### src/include/dsp_consts.svh
`ifndef DSP_CONSTS_SVH
`define DSP_CONSTS_SVH

// Dual-lane operand and coefficient width
`define DSP_HALF_W 18
// Dual-lane pre-adder sum, one carry bit wider
`define DSP_SUM_W 19
// Dual-lane product, also the packed operand word of one lane
`define DSP_LANE_PROD_W 37

// 27x27 mode
`define DSP_WIDE_OP_W 26
`define DSP_WIDE_W 27
`define DSP_WIDE_PROD_W 54

// Width of each operand and coefficient input port
`define DSP_IN_W 36

// Accumulator and final result
`define DSP_ACC_W 64
// Raw product field, also resultb
`define DSP_RAW_W 36

// Coefficient bank geometry
`define DSP_BANK_DEPTH 8
`define DSP_BANK_AW 3

`endif

### src/design/coeff_bank.sv
`timescale 1ns/1ps
`include "dsp_consts.svh"

module coeff_bank (
	input  logic                    clk,
	input  logic                    we,
	input  logic                    sel,     // 1 writes memory a
	input  logic [`DSP_BANK_AW-1:0] waddr,
	input  logic [`DSP_HALF_W-1:0]  wdata,
	input  logic [`DSP_BANK_AW-1:0] raddr_a,
	input  logic [`DSP_BANK_AW-1:0] raddr_b,
	output logic [`DSP_HALF_W-1:0]  rdata_a,
	output logic [`DSP_HALF_W-1:0]  rdata_b
);

	logic [`DSP_HALF_W-1:0] mem_a [`DSP_BANK_DEPTH];
	logic [`DSP_HALF_W-1:0] mem_b [`DSP_BANK_DEPTH];

	// Only one memory written per cycle
	always_ff @(posedge clk) begin
		if (we && sel) begin
			mem_a[waddr] <= wdata;
		end
		if (we && !sel) begin
			mem_b[waddr] <= wdata;
		end
	end

	// Read addresses come registered from the input stage
	assign rdata_a = mem_a[raddr_a];
	assign rdata_b = mem_b[raddr_b];

endmodule

### config.mk
export PLATFORM = sky130hd
export DESIGN_NAME = coeff_bank
export DESIGN_NICKNAME = d
export VERILOG_FILES = /design/src/design/coeff_bank.sv
export VERILOG_INCLUDE_DIRS = /design/src /design/src/include
export SDC_FILE = /design/constraint.sdc
export NUM_CORES = 1
export LEC_CHECK = 0
export ABC_AREA = 1
export BUFFER_PORTS_ARGS = -buffer_cell sky130_fd_sc_hd__buf_2
export CAP_MARGIN = 0
export CORE_MARGIN = 1.5
export CORE_UTILIZATION = 55
export CTS_CLUSTER_DIAMETER = 100
export DETAILED_ROUTE_END_ITERATION = 10
export PLACE_DENSITY = 0.76
export SYNTH_ARGS = -nofsm -noshare
export SYNTH_HDL_FRONTEND = slang
export SYNTH_SLANG_ARGS = --single-unit
export TNS_END_PERCENT = 30
### constraint.sdc
create_clock -name clk -period 1.9 [get_ports clk]
set_clock_uncertainty 0.05 [all_clocks]
set_input_delay 0.38 -clock clk [delete_from_list [all_inputs] [get_ports clk]]
set_output_delay 0.38 -clock clk [all_outputs]
set_load 0.05 [all_outputs]
# ---- After elaboration in Yosys (flattened, before gate mapping)
# Memories as Yosys holds them, arrays and structs flattened.
# Index checks and enable logic that the tools add are counted.
dict set report classes {
  reduce_logical 3
  n_mux 4
}
# op count
set op_table {}
lappend op_table {{2-to-1 mux 1 bit} 4}
lappend op_table {{logical AND 1 bit} 2}
lappend op_table {{zero test 1 bit} 1}
dict set report totals {
  elab_cells 9
  n_memories 2
  ff_bits 0
  in_bits 30
  out_inout_bits 36
  ram_bits 288
}
# name words width read_ports rd_clocked_by_memory_dff wr line_no
set mem_list {}
lappend mem_list {mem_a 8 18 1 0 1 coeff_bank.sv:16} ;# logic [`DSP_HALF_W-1:0] mem_a [`DSP_BANK_DEPTH];
lappend mem_list {mem_b 8 18 1 0 1 coeff_bank.sv:17} ;# logic [`DSP_HALF_W-1:0] mem_b [`DSP_BANK_DEPTH];

# ---- Logic depth before layout (Yosys ltp)
dict set report logic_depth {
  ltp_word 4
  ltp_mapped 8
  depth_no_buf 6
}

# ---- Worst setup path before layout
# OpenSTA, ideal clock, no wires.
dict set report synth_path {
  path_type {input to register}
  start {in sel}
  end {mem mem_b[4][0] in the netlist's numbering (enable)}
  path_buffers 0
  cell_stages 3
  setup_ps 392
  setup_slack_ps 91
  arrival_time_ps 1367
  required_time_ps 1458
  path_cell_list {inv_1 nand2_1 nor2_1}
}
dict set report synth_via {
  elab_chain_cells 4
}
# element line_no
set synth_rtl {}
lappend synth_rtl {{start: declaration} coeff_bank.sv:7} ;# input logic sel,
lappend synth_rtl {{zero test 1 bit} coeff_bank.sv:24} ;# if (we && !sel) begin
lappend synth_rtl {{logical AND 1 bit} coeff_bank.sv:24}
lappend synth_rtl {{2-to-1 mux 1 bit} coeff_bank.sv:24}
lappend synth_rtl {{2-to-1 mux 1 bit (implied by the code)} coeff_bank.sv:25} ;# mem_b[waddr] <= wdata;
lappend synth_rtl {{end: declaration} coeff_bank.sv:17}
# Every way passes these cells.

# ---- Worst setup path after layout
dict set report layout_path {
  start {mem mem_a[0][6] in the netlist's numbering}
  end {out rdata_a[6]}
}
dict set report layout_via {
  elab_chain_cells 1
}
# element line_no
set layout_rtl {}
lappend layout_rtl {{start: declaration} coeff_bank.sv:16}
lappend layout_rtl {{memory (8 x 18 bit)} n/a}
lappend layout_rtl {{end: declaration} coeff_bank.sv:12} ;# output logic [`DSP_HALF_W-1:0] rdata_a,
# Every way passes these cells.

==> results.toml <==
[route]
route.detailed.drc = 0
via_count = 8577
drtAntennaViolNets = 0
via_per_inst = 5.13
firstDrtPassIters = 5
wire_per_inst_um = 16.3
totalWireLength_um = 27300
drt_iter0_markers = 779

[synthesis]
synthDominantCellAreaShare_pct = 67.9
synthCells = 1274
synthDistinctLibCells = 12
synthArstFlopShare_pct = 0
synth_fp_nets = 1304
synth_most_common_cell = "nand2_1"
synth_common_cells = "nand2_1 (470), inv_1 (292), edfxtp_1 (288), nand3_1 (152), buf_2 (22)"
netlist_area_mm2 = 0.0127
synthFlopType = "edfxtp_1"
synth-warning-count = 0
synth_area_leader_cell = "edfxtp_1"
yosys-top-cells-area = "edfxtp_1 (68%), nand2_1 (14%), inv_1 (8.6%)"
synth-seq-area-share_pct = 67.9
synth_area_per_cell_um2 = 9.99
synth_seq_cells = 288
synth_edf_count = 288

[cts]
cts_buffers = 28
cts_root_buf = "clkbuf_16"
ctsHoldBuffers = 0
cts_max_path_buffers = 3
clk_pin_slew_worst_paths_ns = 0.06
clock-sinks = 288
cts_tree = "done"
ctsHtreeMaxLevel = 1

[cells_and_area]
design_area_mm2 = 0.0151
layout-drive-gt1-share_pct = 15.9
area_growth_pct = 18.6
stdcell_count = 1672
fin_nets = 1395

[hold_path]
min_from = "wdata[15]"
min_to = "mem_a[0][15]"
hold_class = "in -> reg"
min_path_cells = 1

[worst_setup_path]
crit_arrival_ns = 1.55
critical-path-top-delay-family = "flip-flops"
setup.worst_path.end_class = "output pin"
worst-path-buf-inv = 2
cp_max_fo = 1
cp_slowest_stage_delay_ns = 0.40
worst_setup_path_start_kind = "flip-flop"
crit_chain = "inv_2, nand2_2, nand3_2, nand2_1, nand2_1, nand2_2, buf_8"
critPathRequiredTime_ns = 1.47
worstSetupPathType = "reg -> out"
slowest_stage = "edfxtp_1"

[sta]
min_period_ns = 1.98
finalHoldViolCount = 0
relSlewSlack_pct = 73.1
fmax_mhz = 505
fin_crit_sh_pct = 104
slew_viol_final = 0
setup_viol = 5
hold_ws_ns = 0.186
setup_tns_ns = -0.131
rsz0062_at_grt = "true"
fin_ws_ns = -0.0811
worst_pin_slew_ns = 0.403

[global_route]
grt_usage_pct = 22.8
grt_max_degree = 62
grt_pass1_vias = 8414
grt_antenna_before_repair = 1
grt_pass1_wl_um = 42100
grt_overflow = 0

[pwr]
p_leak_nw = 6.89
peakVddDrop_mv = 0.669
p_per_area_mw_per_mm2 = 920
report.power.total_mw = 13.9

[die]
die_area_mm2 = 0.0241
pin_count = 66
fp.dieW_um = 155
start_util_pct = 56.2
rows = 55
core_area_mm2 = 0.0226
die_y_um = 155

[placed_design]
placedCellCount = 1620
dpl.hpwl_um = 16000
gp_congestion = 0.755
io_buffers = 65
place_area_mm2 = 0.0138

[status]
status = "complete, but fails checks"
violations = "negative setup slack"

[run]
maxCapViolations = 0
==> worst max path at each step <==
stage / from / endpoint / slack, ns / cells after the start
after floorplan: sel / mem_b[4][0] / 0.09 / 3
after global placement: raddr_a[0] / rdata_a[16] / 0.05 / 8
after detailed placement: raddr_a[0] / rdata_a[16] / -0.002 / 8
after CTS: mem_a[0][6] / rdata_a[6] / -0.06 / 7
after global routing: mem_a[0][6] / rdata_a[6] / -0.12 / 7
final: mem_a[0][6] / rdata_a[6] / -0.08 / 7
==> metal layers <==
layer	GRT usage [%]	routed length, um
met1	28.6	10800
met2	40.2	14000
met3	2.98	1720
met4	9.57	762
met5	0	0
==> through the flow <==
step | setup WS (ns) | util [%]
2_1_floorplan | 0.0908 | -
3_3_place_gp | 0.0466 | 61.0
3_5_place_dp | -0.00176 | 61.0
4_1_cts | -0.0603 | 65.9
5_1_grt | -0.121 | 66.7
6_report | -0.0811 | 66.7
==> layout by cell type, fill, tap and decap left out, drive strengths merged <==
cell,n
edfxtp,288
inv,296
clkinv,16
clkbuf,34
nand2,470
nand3,152
diode,1
nor2,16
buf,111
bufinv,3
==> final cells by class <==
cell class | count | area, um2
inverter | 298 | 1130
antenna | 1 | 2.50
clock buffer | 34 | 744
timing repair buffer | 111 | 1280
fill | 1567 | 7540
clock inverter | 17 | 148
tap | 285 | 357
multi-input combinational | 638 | 2790
sequential | 288 | 8650
==> what timing repair did <==
item	in CTS	in global routing
gates resized for setup	71	59
pin swaps	12	34
hold endpoints to repair	0	0
setup endpoints to repair	31	36
setup buffers	0	0
==> state kept, by name, summed over array words and instances (netlist names) <==
register and flops:
mem_a 144, mem_b 144
==> power breakdown <==
part	switching [mW]	total (mW)	internal, mW
clock network	2.17	5.34	3.17
registers	0.0286	7.15	7.12
logic	0.944	1.40	0.455
==> cell families after synthesis <==
group / after synthesis / share of synthesized area (%)
flops: 288 / 67.9
simple gates: 638 / 20.3
buf+inv: 348 / 11.7
(Power assumes the default switching activity.)
