==> src/include/dsp_consts.svh <==
`ifndef DSP_CONSTS_SVH
`define DSP_CONSTS_SVH

// Dual-lane operand and coefficient width
`define DSP_HALF_W 18
// Dual-lane pre-adder sum, one carry bit wider
`define DSP_SUM_W 19
// Dual-lane product, also the packed operand word of one lane
`define DSP_LANE_PROD_W 37

// 27x27 mode
`define DSP_WIDE_OP_W 26
`define DSP_WIDE_W 27
`define DSP_WIDE_PROD_W 54

// Width of each operand and coefficient input port
`define DSP_IN_W 36

// Accumulator and final result
`define DSP_ACC_W 64
// Raw product field, also resultb
`define DSP_RAW_W 36

// Coefficient bank geometry
`define DSP_BANK_DEPTH 8
`define DSP_BANK_AW 3

`endif

==> src/design/dsp_pkg.sv <==
`include "dsp_consts.svh"

package dsp_pkg;

	// One mode bit, 18x19 lanes or one 27x27 multiply
	typedef enum logic {
		MODE_DUAL = 1'b0,
		MODE_WIDE = 1'b1
	} dsp_mode_t;

	// Control word, travels with its item through every stage
	typedef struct packed {
		dsp_mode_t mode;
		logic      sub;        // Low minus high in dual mode
		logic      negate;     // Two's complement of post result
		logic      accumulate;
		logic      loadconst;
		logic      result_sel; // 1 accumulate path, 0 raw products
	} dsp_ctrl_t;

	// Dual mode: {high product, low product}
	// Wide mode: product in the low 54 bits
	typedef logic [2*`DSP_LANE_PROD_W-1:0] product_t;

endpackage

==> src/design/dual_multiplier.sv <==
`timescale 1ns/1ps
`include "dsp_consts.svh"

module dual_multiplier import dsp_pkg::*; (
	input  logic                        clk,
	input  logic                        reset,
	input  logic [`DSP_LANE_PROD_W-1:0] op_x,
	input  logic [`DSP_LANE_PROD_W-1:0] op_y,
	input  dsp_ctrl_t                   op_ctrl,
	output product_t                    product,
	output dsp_ctrl_t                   prod_ctrl
);

	logic [`DSP_LANE_PROD_W-1:0] prod_lo;
	logic [`DSP_LANE_PROD_W-1:0] prod_hi;
	logic [`DSP_WIDE_PROD_W-1:0] prod_wide;
	product_t                    prod_next;

	// 19x18 per lane, sum in the low bits of each operand word
	assign prod_lo = op_x[`DSP_SUM_W-1:0] * op_x[`DSP_LANE_PROD_W-1:`DSP_SUM_W];
	assign prod_hi = op_y[`DSP_SUM_W-1:0] * op_y[`DSP_LANE_PROD_W-1:`DSP_SUM_W];

	// 27x27 single product
	assign prod_wide = op_x[`DSP_WIDE_W-1:0] * op_y[`DSP_WIDE_W-1:0];

	always_comb begin
		prod_next = '0;
		if (op_ctrl.mode == MODE_WIDE) begin
			prod_next[`DSP_WIDE_PROD_W-1:0] = prod_wide;
		end else begin
			prod_next = {prod_hi, prod_lo};
		end
	end

	// Stage 3
	always_ff @(posedge clk) begin
		if (reset) begin
			product   <= '0;
			prod_ctrl <= '0;
		end else begin
			product   <= prod_next;
			prod_ctrl <= op_ctrl;
		end
	end

endmodule

==> config.mk <==
export PLATFORM = sky130hd
export DESIGN_NAME = dual_multiplier
export DESIGN_NICKNAME = d
export VERILOG_FILES = /design/src/design/dsp_pkg.sv /design/src/design/dual_multiplier.sv
export VERILOG_INCLUDE_DIRS = /design/src /design/src/include
export SDC_FILE = /design/constraint.sdc
export NUM_CORES = 2
export LEC_CHECK = 0
export BUFFER_PORTS_ARGS = -buffer_cell sky130_fd_sc_hd__buf_2
export CAP_MARGIN = 20
export CORE_UTILIZATION = 25
export DETAILED_ROUTE_END_ITERATION = 8
export HOLD_SLACK_MARGIN = 0.06
export PLACE_DENSITY_LB_ADDON = 0.3
export SLEW_MARGIN = 5
export SYNTH_ARGS = -nofsm -noshare
export SYNTH_HDL_FRONTEND = slang
export SYNTH_SLANG_ARGS = --single-unit
==> constraint.sdc <==
create_clock -name clk -period 8.7 [get_ports clk]
set_input_delay 1.74 -clock clk [delete_from_list [all_inputs] [get_ports clk]]
set_output_delay 1.74 -clock clk [all_outputs]
set_load 0.02 [all_outputs]
-- After elaboration in Yosys (flattened, before gate mapping)
Index checks and enable logic that the tools add are counted.
W data, S select, Z words.
- register bits: 80
- bits of input ports: 82
- output and inout bits: 80
- word-level logic and storage cells: 13
- multipliers: 3
- multiplexer cells: 1
- reductions and logical operators: 1
- operator list (cell ; number):
    $mul A19 B18 Y37 ; 2
    $mul A27 B27 Y54 ; 1
    $mux W54 ; 1
    $reduce_or A2 Y1 ; 1

-- Longest topological paths before layout
- depth in word-level cells: 2
- depth in mapped cells: 28
- gate-level depth less buffers: 25

-- Worst setup path before layout
Ideal clock, no wire load.
- path kind: input -> register
- start point: input op_x[21]
- end point: register product[51]
- library setup time: 0.130 ns
- arrival time: 8.106 ns
- required time: 8.570 ns
- slack: 0.464 ns
- cell stages on the path: 27
- buffers on the path: 3
- path through: clkbuf_1 -> clkbuf_1 -> nand2_1 -> fa_1 -> inv_1 -> fa_1 -> inv_1 -> fa_1 -> fa_1 -> inv_1 -> fa_1 -> fa_1 -> inv_1 -> fa_1 -> inv_1 -> ha_1 -> buf_2 -> o21a_1 -> nor2_1 -> o21ai_0 -> a31oi_1 -> or4_1 -> o2111ai_1 -> nand2_1 -> o21ai_0 -> xnor2_1 -> o21ai_0
- cells in the longest elaborated chain, start to end: 2
- RTL lines (what ; RTL line ; source):
    from (decl) ; dual_multiplier.sv:7 ; input logic [`DSP_LANE_PROD_W-1:0] op_x,
    $mul A27 B27 Y54 ; dual_multiplier.sv:24 ; assign prod_wide = op_x[`DSP_WIDE_W-1:0] * op_y[`DSP_WIDE_W-1:0];
    $mux W54 ; dual_multiplier.sv:28 ; if (op_ctrl.mode == MODE_WIDE) begin
    to (signal assigned) ; dual_multiplier.sv:41 ; product <= prod_next;
    to (decl) ; dual_multiplier.sv:10 ; output product_t product,
No other way between the ends.
A chain may end at the register's enable or synchronous reset.

-- Final worst setup path
- start point: input op_x[10]
- end point: register product[35]
- cells in the longest elaborated chain, start to end: 2
- elaborated cells on any way between the ends: 3
- those cells by class: mul (2); mux (1)
- RTL lines (what ; RTL line):
    $mul A27 B27 Y54 / $mul A19 B18 Y37 (equally long branches) ; dual_multiplier.sv:24, dual_multiplier.sv:20
    $mux W54 (*) ; dual_multiplier.sv:28
Mark *: on every way between the ends. The rest lies on a longest branch, timed or not.

==> results.yml <==
status:
  status: "complete, no violations"
clock_tree:
  ctsResizeCount: 0
  path_clk_slew_ns: 0.10
  cts-root-buf: "clkbuf_16"
  holdBufCountCts: 0
  cts_tree: "yes"
  ctsLongestPathBuffers: 2
  numCtsBuffers: 9
  post_cts_buffers: 0
  clock-sinks: 80
  htree_levels: 3
final_layout:
  drive_above_1_share_pct: 9.16
  stdcell_area_sq_um: 53800
  final_cells: 8275
  final_cell_mix: "inv_1 (1,365), fa_1 (1,168), nand2_1 (1,026)"
  layout_commonest_cell: "inv_1"
  area_delta_synth_final_pct: 12.2
  fin_nets: 7413
  final_util_pct: 28.3
  fillers: 20524
die:
  start_util_pct: 25.2
  placement_rows: 160
  die_y_microns: 440
  die_width_microns: 440
  fp.coreArea_sq_um: 190000
  die_area_sq_um: 194000
  ioPinCount: 162
logic_synthesis:
  netlist_area_sq_um: 48000
  synth_cell_type_count: 68
  async_flop_share_pct: 0
  ys_top_cells_by_area: "fa_1 (49%), ha_1 (11%), inv_1 (11%)"
  avgSynthCellArea_sq_um: 8.59
  yosys_most_used_dff: "dfxtp_1"
  yosys_warnings: 0
  synth_edf_count: 0
  ys_seq_elements: 80
  netlist.area_leader.share_pct: 48.7
  synth_seq_area_share_pct: 3.34
  syn-num-nets: 7249
  yosysTopAreaCell: "fa_1"
  synth_cells: 5584
drt:
  drt-initial-drc-count: 1842
  vias: 36484
  detail_route.wl_per_cell_microns: 18.5
  first_pass_iters: 5
  drt-total-wl_microns: 153000
  drc: 0
  ant_nets: 0
  post_drt_via_cell_ratio: 4.41
place:
  io_buffers: 161
  postPlaceCellArea_sq_um: 53500
  place_inst: 8248
  gp_congestion: 0.890
  dp_slack_ns: -0.324
  dpl.hpwl_microns: 132000
worst_setup_path:
  arrival_ns: 8.87
  required_ns: 9.11
  path_delay_family: "adder cells"
  critPathSlowestCell: "fa_1"
  worst-path-max-fanout: 12
  worstSetupPathType: "in -> reg"
  crit_path_max_incr_delay_ns: 0.55
  cp-start-kind: "input pin"
  end_kind: "flop"
  cp_common_cell: "fa_1"
  worstPathBufferInverterCount: 11
timing:
  final_critical_path_setup_slack_ns: 0.243
  fin_crit_ns: 8.46
  slew_viol_final: 0
  rsz0062_at_grt: "no"
  setup_viol: 0
  slew_headroom_pct: 25.7
  hold_violations: 0
  worst_pin_slew_ns: 1.11
  fin_crit_sh_pct: 97.2
  fmax_mhz: 118
job:
  drv_cap: 0
worst_hold_path:
  hold-path-endpoint: "prod_ctrl[4]"
  hold_depth: 2
  min_from: "op_ctrl[4]"
  hp-class: "in -> reg"
global_route:
  antenna_found_initial: 35
  grt_pass1_wl_microns: 243000
  grt.total_usage_pct: 16.4
  grt_pass1_vias: 40889
  grt-ovfl-total: 0
  grt_max_degree: 47
kinds of logic (layout without fill, tap and decap cells):
kind of cell	Yosys count	in the layout	synth area share, %
and+or+nand+nor	1716	1716	16.5
DFF	80	80	3.34
buffers and inverters	1709	1878	13.5
xor gates and xnor gates	102	102	1.86
other	0	11	0
AOI/OAI and AO/OA	385	385	5.09
muxes	9	9	0.188
adders and majority gates	1583	1583	59.6
Yosys cell counts, types with 14 or more instances:
library cell     n
inv_1         1365
fa_1          1168
nand2_1       1026
and2_1         467
ha_1           415
clkbuf_1       330
a21oi_1        129
nor2_1          98
dfxtp_1         80
a21o_1          71
o21ai_0         67
xnor2_1         57
xor2_1          45
nand3_1         21
nand4_1         21
o21bai_1        17
nor3_1          16
a211oi_1        14
nand2b_1        14
area by class of cell:
cell class	count	area (sq um)	area share, %
Multi-Input combinational cell	3795	39900	74.2
Inverter	1365	5120	9.52
Timing Repair Buffer	497	3690	6.86
Tap cell	2511	3140	5.84
Sequential cell	80	1600	2.98
Clock buffer	9	225	0.418
Clock inverter	7	96.3	0.179
Antenna cell	11	27.5	0.0511
layer usage:
metal	vias up	share of wire (%)	track usage (%)
li1	16479	-	-
met3	183	3.9	1.69
met5	-	0.040	0
met1	19020	44	21.5
met4	10	2.6	4.41
met2	792	50	28.7
sequential cells by signal, summed over array words and instances, names as in the netlist:
| signal | count |
|---|---|
| prod_ctrl | 6 |
| product | 74 |
worst max-delay path by stage:
stage / startpoint / to / slack [ns] / cells past startpoint
floorplan: op_x[21] / product[51] / 0.46 / 27
global placement: op_x[10] / product[36] / -0.30 / 27
detailed placement: op_x[6] / product[35] / -0.32 / 27
CTS: op_x[6] / product[35] / 0.15 / 27
global route: op_x[10] / product[44] / 0.005 / 26
finish: op_x[10] / product[35] / 0.24 / 28
metrics by stage:
stage / hold WS [ns] / setup TNS [ns]
floorplan: 1.87 / 0
global placement: 1.95 / -0.892
detailed placement: 1.96 / -0.993
CTS: 1.44 / 0
global route: 1.47 / 0
finish: 1.49 / 0
Power is not shown: default switching activity piles up to over one toggle a cycle in this logic, so the estimate is an artifact.
