### src/include/dsp_consts.svh
`ifndef DSP_CONSTS_SVH
`define DSP_CONSTS_SVH

// Dual-lane operand and coefficient width
`define DSP_HALF_W 18
// Dual-lane pre-adder sum, one carry bit wider
`define DSP_SUM_W 19
// Dual-lane product, also the packed operand word of one lane
`define DSP_LANE_PROD_W 37

// 27x27 mode
`define DSP_WIDE_OP_W 26
`define DSP_WIDE_W 27
`define DSP_WIDE_PROD_W 54

// Width of each operand and coefficient input port
`define DSP_IN_W 36

// Accumulator and final result
`define DSP_ACC_W 64
// Raw product field, also resultb
`define DSP_RAW_W 36

// Coefficient bank geometry
`define DSP_BANK_DEPTH 8
`define DSP_BANK_AW 3

`endif

### src/design/dsp_pkg.sv
`include "dsp_consts.svh"

package dsp_pkg;

	// One mode bit, 18x19 lanes or one 27x27 multiply
	typedef enum logic {
		MODE_DUAL = 1'b0,
		MODE_WIDE = 1'b1
	} dsp_mode_t;

	// Control word, travels with its item through every stage
	typedef struct packed {
		dsp_mode_t mode;
		logic      sub;        // Low minus high in dual mode
		logic      negate;     // Two's complement of post result
		logic      accumulate;
		logic      loadconst;
		logic      result_sel; // 1 accumulate path, 0 raw products
	} dsp_ctrl_t;

	// Dual mode: {high product, low product}
	// Wide mode: product in the low 54 bits
	typedef logic [2*`DSP_LANE_PROD_W-1:0] product_t;

endpackage

### src/design/post_accumulate.sv
`timescale 1ns/1ps
`include "dsp_consts.svh"

module post_accumulate import dsp_pkg::*; (
	input  logic                  clk,
	input  logic                  reset,
	input  product_t              product,
	input  dsp_ctrl_t             prod_ctrl,
	input  logic [`DSP_ACC_W-1:0] chainin,
	input  logic [`DSP_ACC_W-1:0] constant,
	output logic [`DSP_ACC_W-1:0] resulta,
	output logic [`DSP_RAW_W-1:0] resultb,
	output logic [`DSP_ACC_W-1:0] chainout
);

	localparam int OUT_W = `DSP_RAW_W + `DSP_ACC_W;
	localparam int LANE_W = `DSP_LANE_PROD_W;

	logic [`DSP_ACC_W-1:0] lo_ext;
	logic [`DSP_ACC_W-1:0] hi_ext;
	logic [`DSP_ACC_W-1:0] wide_ext;
	logic [`DSP_ACC_W-1:0] post_val;
	logic [`DSP_ACC_W-1:0] neg_val;

	logic [`DSP_ACC_W-1:0] neg_q;
	product_t              raw_q;
	dsp_ctrl_t             ctrl_q;

	logic [`DSP_ACC_W-1:0] final_val;
	logic [OUT_W-1:0]      out_next;
	logic [OUT_W-1:0]      out_q;
	logic [`DSP_ACC_W-1:0] acc_q;

	// Everything below is modulo 2^64 on zero-extended products
	assign lo_ext = {{(`DSP_ACC_W-LANE_W){1'b0}}, product[LANE_W-1:0]};
	assign hi_ext = {{(`DSP_ACC_W-LANE_W){1'b0}}, product[2*LANE_W-1:LANE_W]};
	assign wide_ext = {{(`DSP_ACC_W-`DSP_WIDE_PROD_W){1'b0}}, product[`DSP_WIDE_PROD_W-1:0]};

	always_comb begin
		if (prod_ctrl.mode == MODE_WIDE) begin
			post_val = wide_ext; // sub has no meaning here
		end else if (prod_ctrl.sub) begin
			post_val = lo_ext - hi_ext;
		end else begin
			post_val = lo_ext + hi_ext;
		end
	end

	assign neg_val = prod_ctrl.negate ? -post_val : post_val;

	// Stage 4, keep the raw products for the bypass
	always_ff @(posedge clk) begin
		if (reset) begin
			neg_q  <= '0;
			raw_q  <= '0;
			ctrl_q <= '0;
		end else begin
			neg_q  <= neg_val;
			raw_q  <= product;
			ctrl_q <= prod_ctrl;
		end
	end

	// Priority: accumulate, then constant, then chain add
	always_comb begin
		if (ctrl_q.accumulate) begin
			final_val = neg_q + acc_q;
		end else if (ctrl_q.loadconst) begin
			final_val = constant;
		end else if (ctrl_q.negate) begin
			final_val = neg_q + chainin;
		end else begin
			final_val = neg_q;
		end
	end

	// Raw form is {high lane low bits, zeros, low lane low bits}
	always_comb begin
		if (ctrl_q.result_sel) begin
			out_next = {{`DSP_RAW_W{1'b0}}, final_val};
		end else begin
			out_next = {raw_q[LANE_W+`DSP_RAW_W-1:LANE_W],
				{(`DSP_ACC_W-`DSP_RAW_W){1'b0}},
				raw_q[`DSP_RAW_W-1:0]};
		end
	end

	always_ff @(posedge clk) begin
		if (reset) begin
			out_q <= '0;
			acc_q <= '0;
		end else begin
			out_q <= out_next;
			acc_q <= out_next[`DSP_ACC_W-1:0]; // Follows the output every cycle
		end
	end

	assign resulta  = out_q[`DSP_ACC_W-1:0];
	assign resultb  = out_q[OUT_W-1:`DSP_ACC_W];
	assign chainout = out_q[`DSP_ACC_W-1:0];

endmodule

### config.mk
export PLATFORM = sky130hd
export DESIGN_NAME = post_accumulate
export DESIGN_NICKNAME = d
export VERILOG_FILES = /design/src/design/dsp_pkg.sv /design/src/design/post_accumulate.sv
export VERILOG_INCLUDE_DIRS = /design/src /design/src/include
export SDC_FILE = /design/constraint.sdc
export NUM_CORES = 1
export LEC_CHECK = 0
export CAP_MARGIN = 40
export CORE_MARGIN = 8
export CORE_UTILIZATION = 48
export CTS_CLUSTER_SIZE = 14
export DETAILED_ROUTE_END_ITERATION = 8
export DONT_BUFFER_PORTS = 1
export PLACE_DENSITY_LB_ADDON = 0.3
export SYNTH_ARGS = -nofsm -noshare
export SYNTH_HDL_FRONTEND = slang
export SYNTH_SLANG_ARGS = --single-unit
### constraint.sdc
create_clock -name clk -period 8.15 [get_ports clk]
set_input_delay 0.4075 -clock clk [delete_from_list [all_inputs] [get_ports clk]]
set_output_delay 0.4075 -clock clk [all_outputs]
set_load 0.005 [all_outputs]
Word-level counts from Yosys, hierarchy flattened
Cells that the tools add are included.

operators by class
  $mul = 0
  add/subtract/negate cells = 5
  reductions and logical operators = 2
  shift-type cells = 0
  mux-type cells = 7
  bitwise logic cells = 1
  order comparisons = 0
  divide/modulo/power cells = 0
  eq/ne operators = 0

operators with widths
  operator          number
  $mux W64          6
  $add A64 B64 Y64  2
  $neg A64 Y64      1
  $add A37 B37 Y38  1
  $sub A37 B37 Y38  1
  $mux W36          1
  $reduce_or A2 Y1  2
  $not A1 Y1        1

storage, ports and cells
  RAM bits = 0
  logic and storage cells = 24
  bits of input ports = 210
  memories = 0
  output and inout bits = 164
  bits in registers = 241
  bits in read-only memories = 0
  bits in latches = 0

Longest topological paths before layout
  word-level depth = 5
  depth in mapped cells = 18
  gate-level depth less buffers = 16

Least setup slack after synthesis
Ideal clock, no wire load.

  path kind = in2reg
  from = input product[0]
  to = register neg_q[46]
  library setup time = 0.092 ns
  data required time = 8.058 ns
  path slack = 3.666 ns
  stages on the path = 17
  arrival = 4.392 ns
  path buffers = 1
  cells stage by stage = inv_1 -> ha_1 -> fa_1 -> and2b_1 -> o31ai_2 -> a211o_1 -> o311a_4 -> a21oi_4 -> mux2i_1 -> a2111oi_4 -> or3b_4 -> nor4_4 -> nand4_4 -> or2_0 -> buf_2 -> o31a_1 -> o32ai_1

on the way
  longest elaborated chain between the ends = 5
  elaborated cells between the ends (all ways) = 6
  classes of those cells = 3 x add/sub; 3 x mux

RTL lines
  item                                                         RTL line                                      RTL
  start, declared                                              post_accumulate.sv:7                          input product_t product,
  $add A37 B37 Y38 / $sub A37 B37 Y38 (equally long branches)  post_accumulate.sv:45, post_accumulate.sv:43
  $mux W64                                                     post_accumulate.sv:42                         end else if (prod_ctrl.sub) begin
  $mux W64 (*)                                                 post_accumulate.sv:40                         if (prod_ctrl.mode == MODE_WIDE) begin
  $neg A64 Y64                                                 post_accumulate.sv:49                         assign neg_val = prod_ctrl.negate ? -post_val : post_val;
  $mux W64 (*)                                                 post_accumulate.sv:49
  end signal, assigned                                         post_accumulate.sv:58                         neg_q <= neg_val;
  end, declared                                                post_accumulate.sv:25                         logic [`DSP_ACC_W-1:0] neg_q;

Mark *: on every way between the ends. The rest lies on a longest branch, timed or not.
A chain may end at the register's enable or synchronous reset.

Worst setup path after layout
  from = register neg_q[0]
  to = register out_q[62]

on the way
  longest elaborated chain between the ends = 4
  elaborated cells between the ends (all ways) = 5
  classes of those cells = 2 x add/sub; 3 x mux

RTL lines
  item                  RTL line               RTL
  $add A64 B64 Y64      post_accumulate.sv:71  final_val = neg_q + chainin;
  $mux W64              post_accumulate.sv:70  end else if (ctrl_q.negate) begin
  $mux W64              post_accumulate.sv:68  end else if (ctrl_q.loadconst) begin
  $mux W64 (*)          post_accumulate.sv:66  if (ctrl_q.accumulate) begin
  end signal, assigned  post_accumulate.sv:93  out_q <= out_next;
  end, declared         post_accumulate.sv:31  logic [OUT_W-1:0] out_q;

Marks and branches as above.

==> results_dict.tcl <==
set metrics [dict create \
    status "completed" \
    gp_congestion 1.012 \
    num_io_pins 374 \
    max_stage_delay_ns 0.67 \
    synth_cell_types 97 \
    clock_sinks 240 \
    num-nets-final 3247 \
    avgSynthCellArea_sq_um 7.559 \
    whs_path_depth 2 \
    crit_chain "ha_1, inv_1, fa_1, nor2b_1, o31a_1, o21ai_0, a211oi_1, nor4_1, or4_1, a21oi_1, a41oi_1, o21ai_0, nand2b_1, or4b_2, nand3_1, o221ai_1" \
    setup_viol 0 \
    place_inst 3356 \
    ys.flop_type "dfxtp_1" \
    grt_usage_pct 31.47 \
    r2r_setup_slack_ns 2.95 \
    maxCapViolations 0 \
    seqCellArea_sq_um 4815 \
    grt_max_degree 141 \
    synth-edff-count 0 \
    cts.htree.levels 1 \
    num_vias 22657 \
    layout_common_cells "nor2_1, a21oi_1, dfxtp_1, ha_1" \
    cts_setup_buffers 0 \
    syn-num-nets 3385 \
    yosysSeqAreaShare_pct 21.40 \
    cts_buffer_depth 3 \
    grt_pass1_vias 20978 \
    cp_slowest_cell "or4b_2" \
    cp_max_fo 4 \
    placementRows 79 \
    end_kind "flip-flop" \
    power_w 0.004249 \
    synth.area.top_cells "dfxtp_1, ha_1, a21oi_1, nor2_1, xnor2_1" \
    post_drt_wl_per_cell_um 25.98 \
    fillCellCount 4552 \
    rsz0062_at_grt "no" \
    crit_type "reg2reg" \
    arrival_ns 5.63 \
    worstSetupStartpointType "flip-flop" \
    hold_viol_final 0 \
    cts_root_buf "clkbuf_16" \
    drt_iter0_markers 2592 \
    grt.overflow.total 0 \
    io_buffer_count 0 \
    finalCritPeriodShare_pct 63.86 \
    insertion_delay_ns 0.58 \
    fp.coreArea_sq_um 46360 \
    multiInputGateArea_sq_um 16100 \
    final_cells 3465 \
    max_freq_mhz 192.1 \
    leakagePower_nw 10.02 \
    clk_pin_slew_ns 0.07 \
    final_cell_area_sq_um 23760 \
    syn_area_sq_um 22450 \
    startpoint "neg_q[0]$_SDFF_PP0_" \
    synth.ff_latch_count 240 \
    finalCriticalPeriod_ns 5.205 \
    synth_largest_area_cell "dfxtp_1" \
    hold_buffers 52 \
    crit_buf_inv 1 \
    finalSetupTns_ns 0 \
    postPlaceCellArea_sq_um 22180 \
    relSlewSlack_pct 38.97 \
    hold_ws_ns 0.004586 \
    dieWidth_um 232.3 \
    cp.depth 16 \
    drv_slew 0 \
    routed_wl_um 90020 \
    grt_pass1_wl_um 132800 \
    via_per_inst 6.539 \
    rr_worst_depth 16 \
    crit_path_end "out_q[62]$_SDFF_PP0_" \
    synth_top_area_share_pct 21.40 \
    p_per_area_nw_per_um2 178.8 \
    final_common_cell "nor2_1" \
    hpwl_um 70130 \
    ys_warn_count 0 \
    tightest_slew_ns 0.9093 \
    synth_cells 2970 \
    ir_drop_mv 0.1577 \
    regToRegStartpoint "neg_q[0]$_SDFF_PP0_" \
    critPathTopFamily "compound AO/OA/AOI/OAI gates" \
    r2r_end "out_q[62]$_SDFF_PP0_" \
    area_growth_pct 5.824 \
    cts.repair.resized 0 \
    postRouteAntennaNets 0 \
    fp.dieH_um 232.3 \
    drc 0 \
    hold_path_class "in2reg" \
    numCtsBuffers 28 \
    antenna_found_initial 4 \
    skew_ns 0.02103 \
    crit_path_frequent_cell "o21ai_0" \
    layout-drive-gt1-share_pct 4.660 \
    die_area_sq_um 53950 \
    initial_core_util_pct 48.43 \
    first_pass_iters 7 \
    synthArstFlopShare_pct 0 \
    cts_tree "yes" \
    cp.required_ns 8.57 \
]
worst register-to-register path: stages, from the launching register on:
cell and delay [ns]:
dfxtp_1 0.36, ha_1 0.21, inv_1 0.07, fa_1 0.40, nor2b_1 0.17, o31a_1 0.16, o21ai_0 0.23, a211oi_1 0.48
nor4_1 0.13, or4_1 0.64, a21oi_1 0.38, a41oi_1 0.35, o21ai_0 0.50, nand2b_1 0.14, or4b_2 0.67, nand3_1 0.09
o221ai_1 0.11
per-stage QoR:
stage               worst slack, ns  util (%)
floorplan                     3.666         -
global placement              2.599     47.80
detailed placement            2.878     47.84
CTS                           3.031     51.22
global route                  2.608     51.23
finish                        2.945     51.25
power by group:
| part | switching [W] | internal (W) | leakage (nW) |
|---|---|---|---|
| registers | 0.000112 | 0.00125 | 1.99 |
| clock network | 0.000559 | 0.000821 | 0.489 |
| logic | 0.000925 | 0.000577 | 7.54 |
| total | 0.00160 | 0.00265 | 10.0 |
kinds of logic after synthesis:
group                    Yosys count  share of synthesized area (%)
flip-flops                       240                          21.40
buffers and inverters            342                          6.905
AND/OR/NAND/NOR                  944                          21.04
XOR/XNOR                         174                          6.788
adder cells (fa/ha/maj)          205                          11.56
AO/OA/AOI/OAI                   1001                          29.42
multiplexers                      64                          2.892
sequential cells by signal, indices dropped and copies added (netlist names):
register / flops
raw_q: 72
ctrl_q: 4
out_q: 100
neg_q: 64
how the worst min path moves through the flow:
stage,to,slack [ns],startpoint
2_1_floorplan,out_q[64]$_SDFF_PP0_,0.41,raw_q[37]$_SDFF_PP0_
3_3_place_gp,out_q[65]$_SDFF_PP0_,0.41,raw_q[38]$_SDFF_PP0_
3_5_place_dp,out_q[87]$_SDFF_PP0_,0.41,raw_q[60]$_SDFF_PP0_
4_1_cts,raw_q[39]$_SDFF_PP0_,0.0002,product[39]
5_1_grt,raw_q[48]$_SDFF_PP0_,0.003,reset
6_report,raw_q[72]$_SDFF_PP0_,0.005,product[72]
metal layers:
layer	part of all wire, %	up-vias	global-route usage, %	wire (um)
met2	43	1244	47.93	38280
met1	44	10700	43.38	39260
met3	10	190	6.707	8997
met4	3.8	4	10.94	3455
li1	-	10519	-	-
met5	0.028	-	0	25
synth_stat cells (8+ instances only):
cell type / count
ha_1: 201
a21o_1: 101
nand4_1: 40
clkbuf_1: 134
mux2i_1: 57
nor4_1: 26
and2_1: 52
a2111oi_0: 15
o31ai_1: 42
nand3_1: 46
o21bai_1: 31
a211o_1: 8
and4_1: 9
dfxtp_1: 240
o21a_1: 19
nand2_1: 184
o31a_1: 9
and3_1: 24
o41ai_1: 8
xnor2_1: 111
or2_2: 13
a21oi_1: 288
inv_1: 103
nor2_1: 315
nor3_1: 49
xor2_1: 63
o211a_1: 10
a21boi_0: 8
nor3b_1: 8
a311oi_1: 17
buf_2: 18
o21ai_0: 184
nand3b_1: 9
a211oi_1: 51
o2111ai_1: 14
o221ai_1: 9
buf_4: 65
nor2b_1: 76
or3_1: 21
nand2b_1: 41
a31oi_1: 47
o211ai_1: 30
o22ai_1: 21
buf_1: 19
cell type report:
type,instances,area share [%]
well taps,607,3.197
multi-input cells,2388,67.78
diodes,4,0.04213
clock inverters,19,0.9901
clock buffers,33,3.292
flip-flops and latches,240,20.27
repair buffers,68,2.760
inverters,106,1.675
No activity file was read; power rests on OpenSTA's default activity.
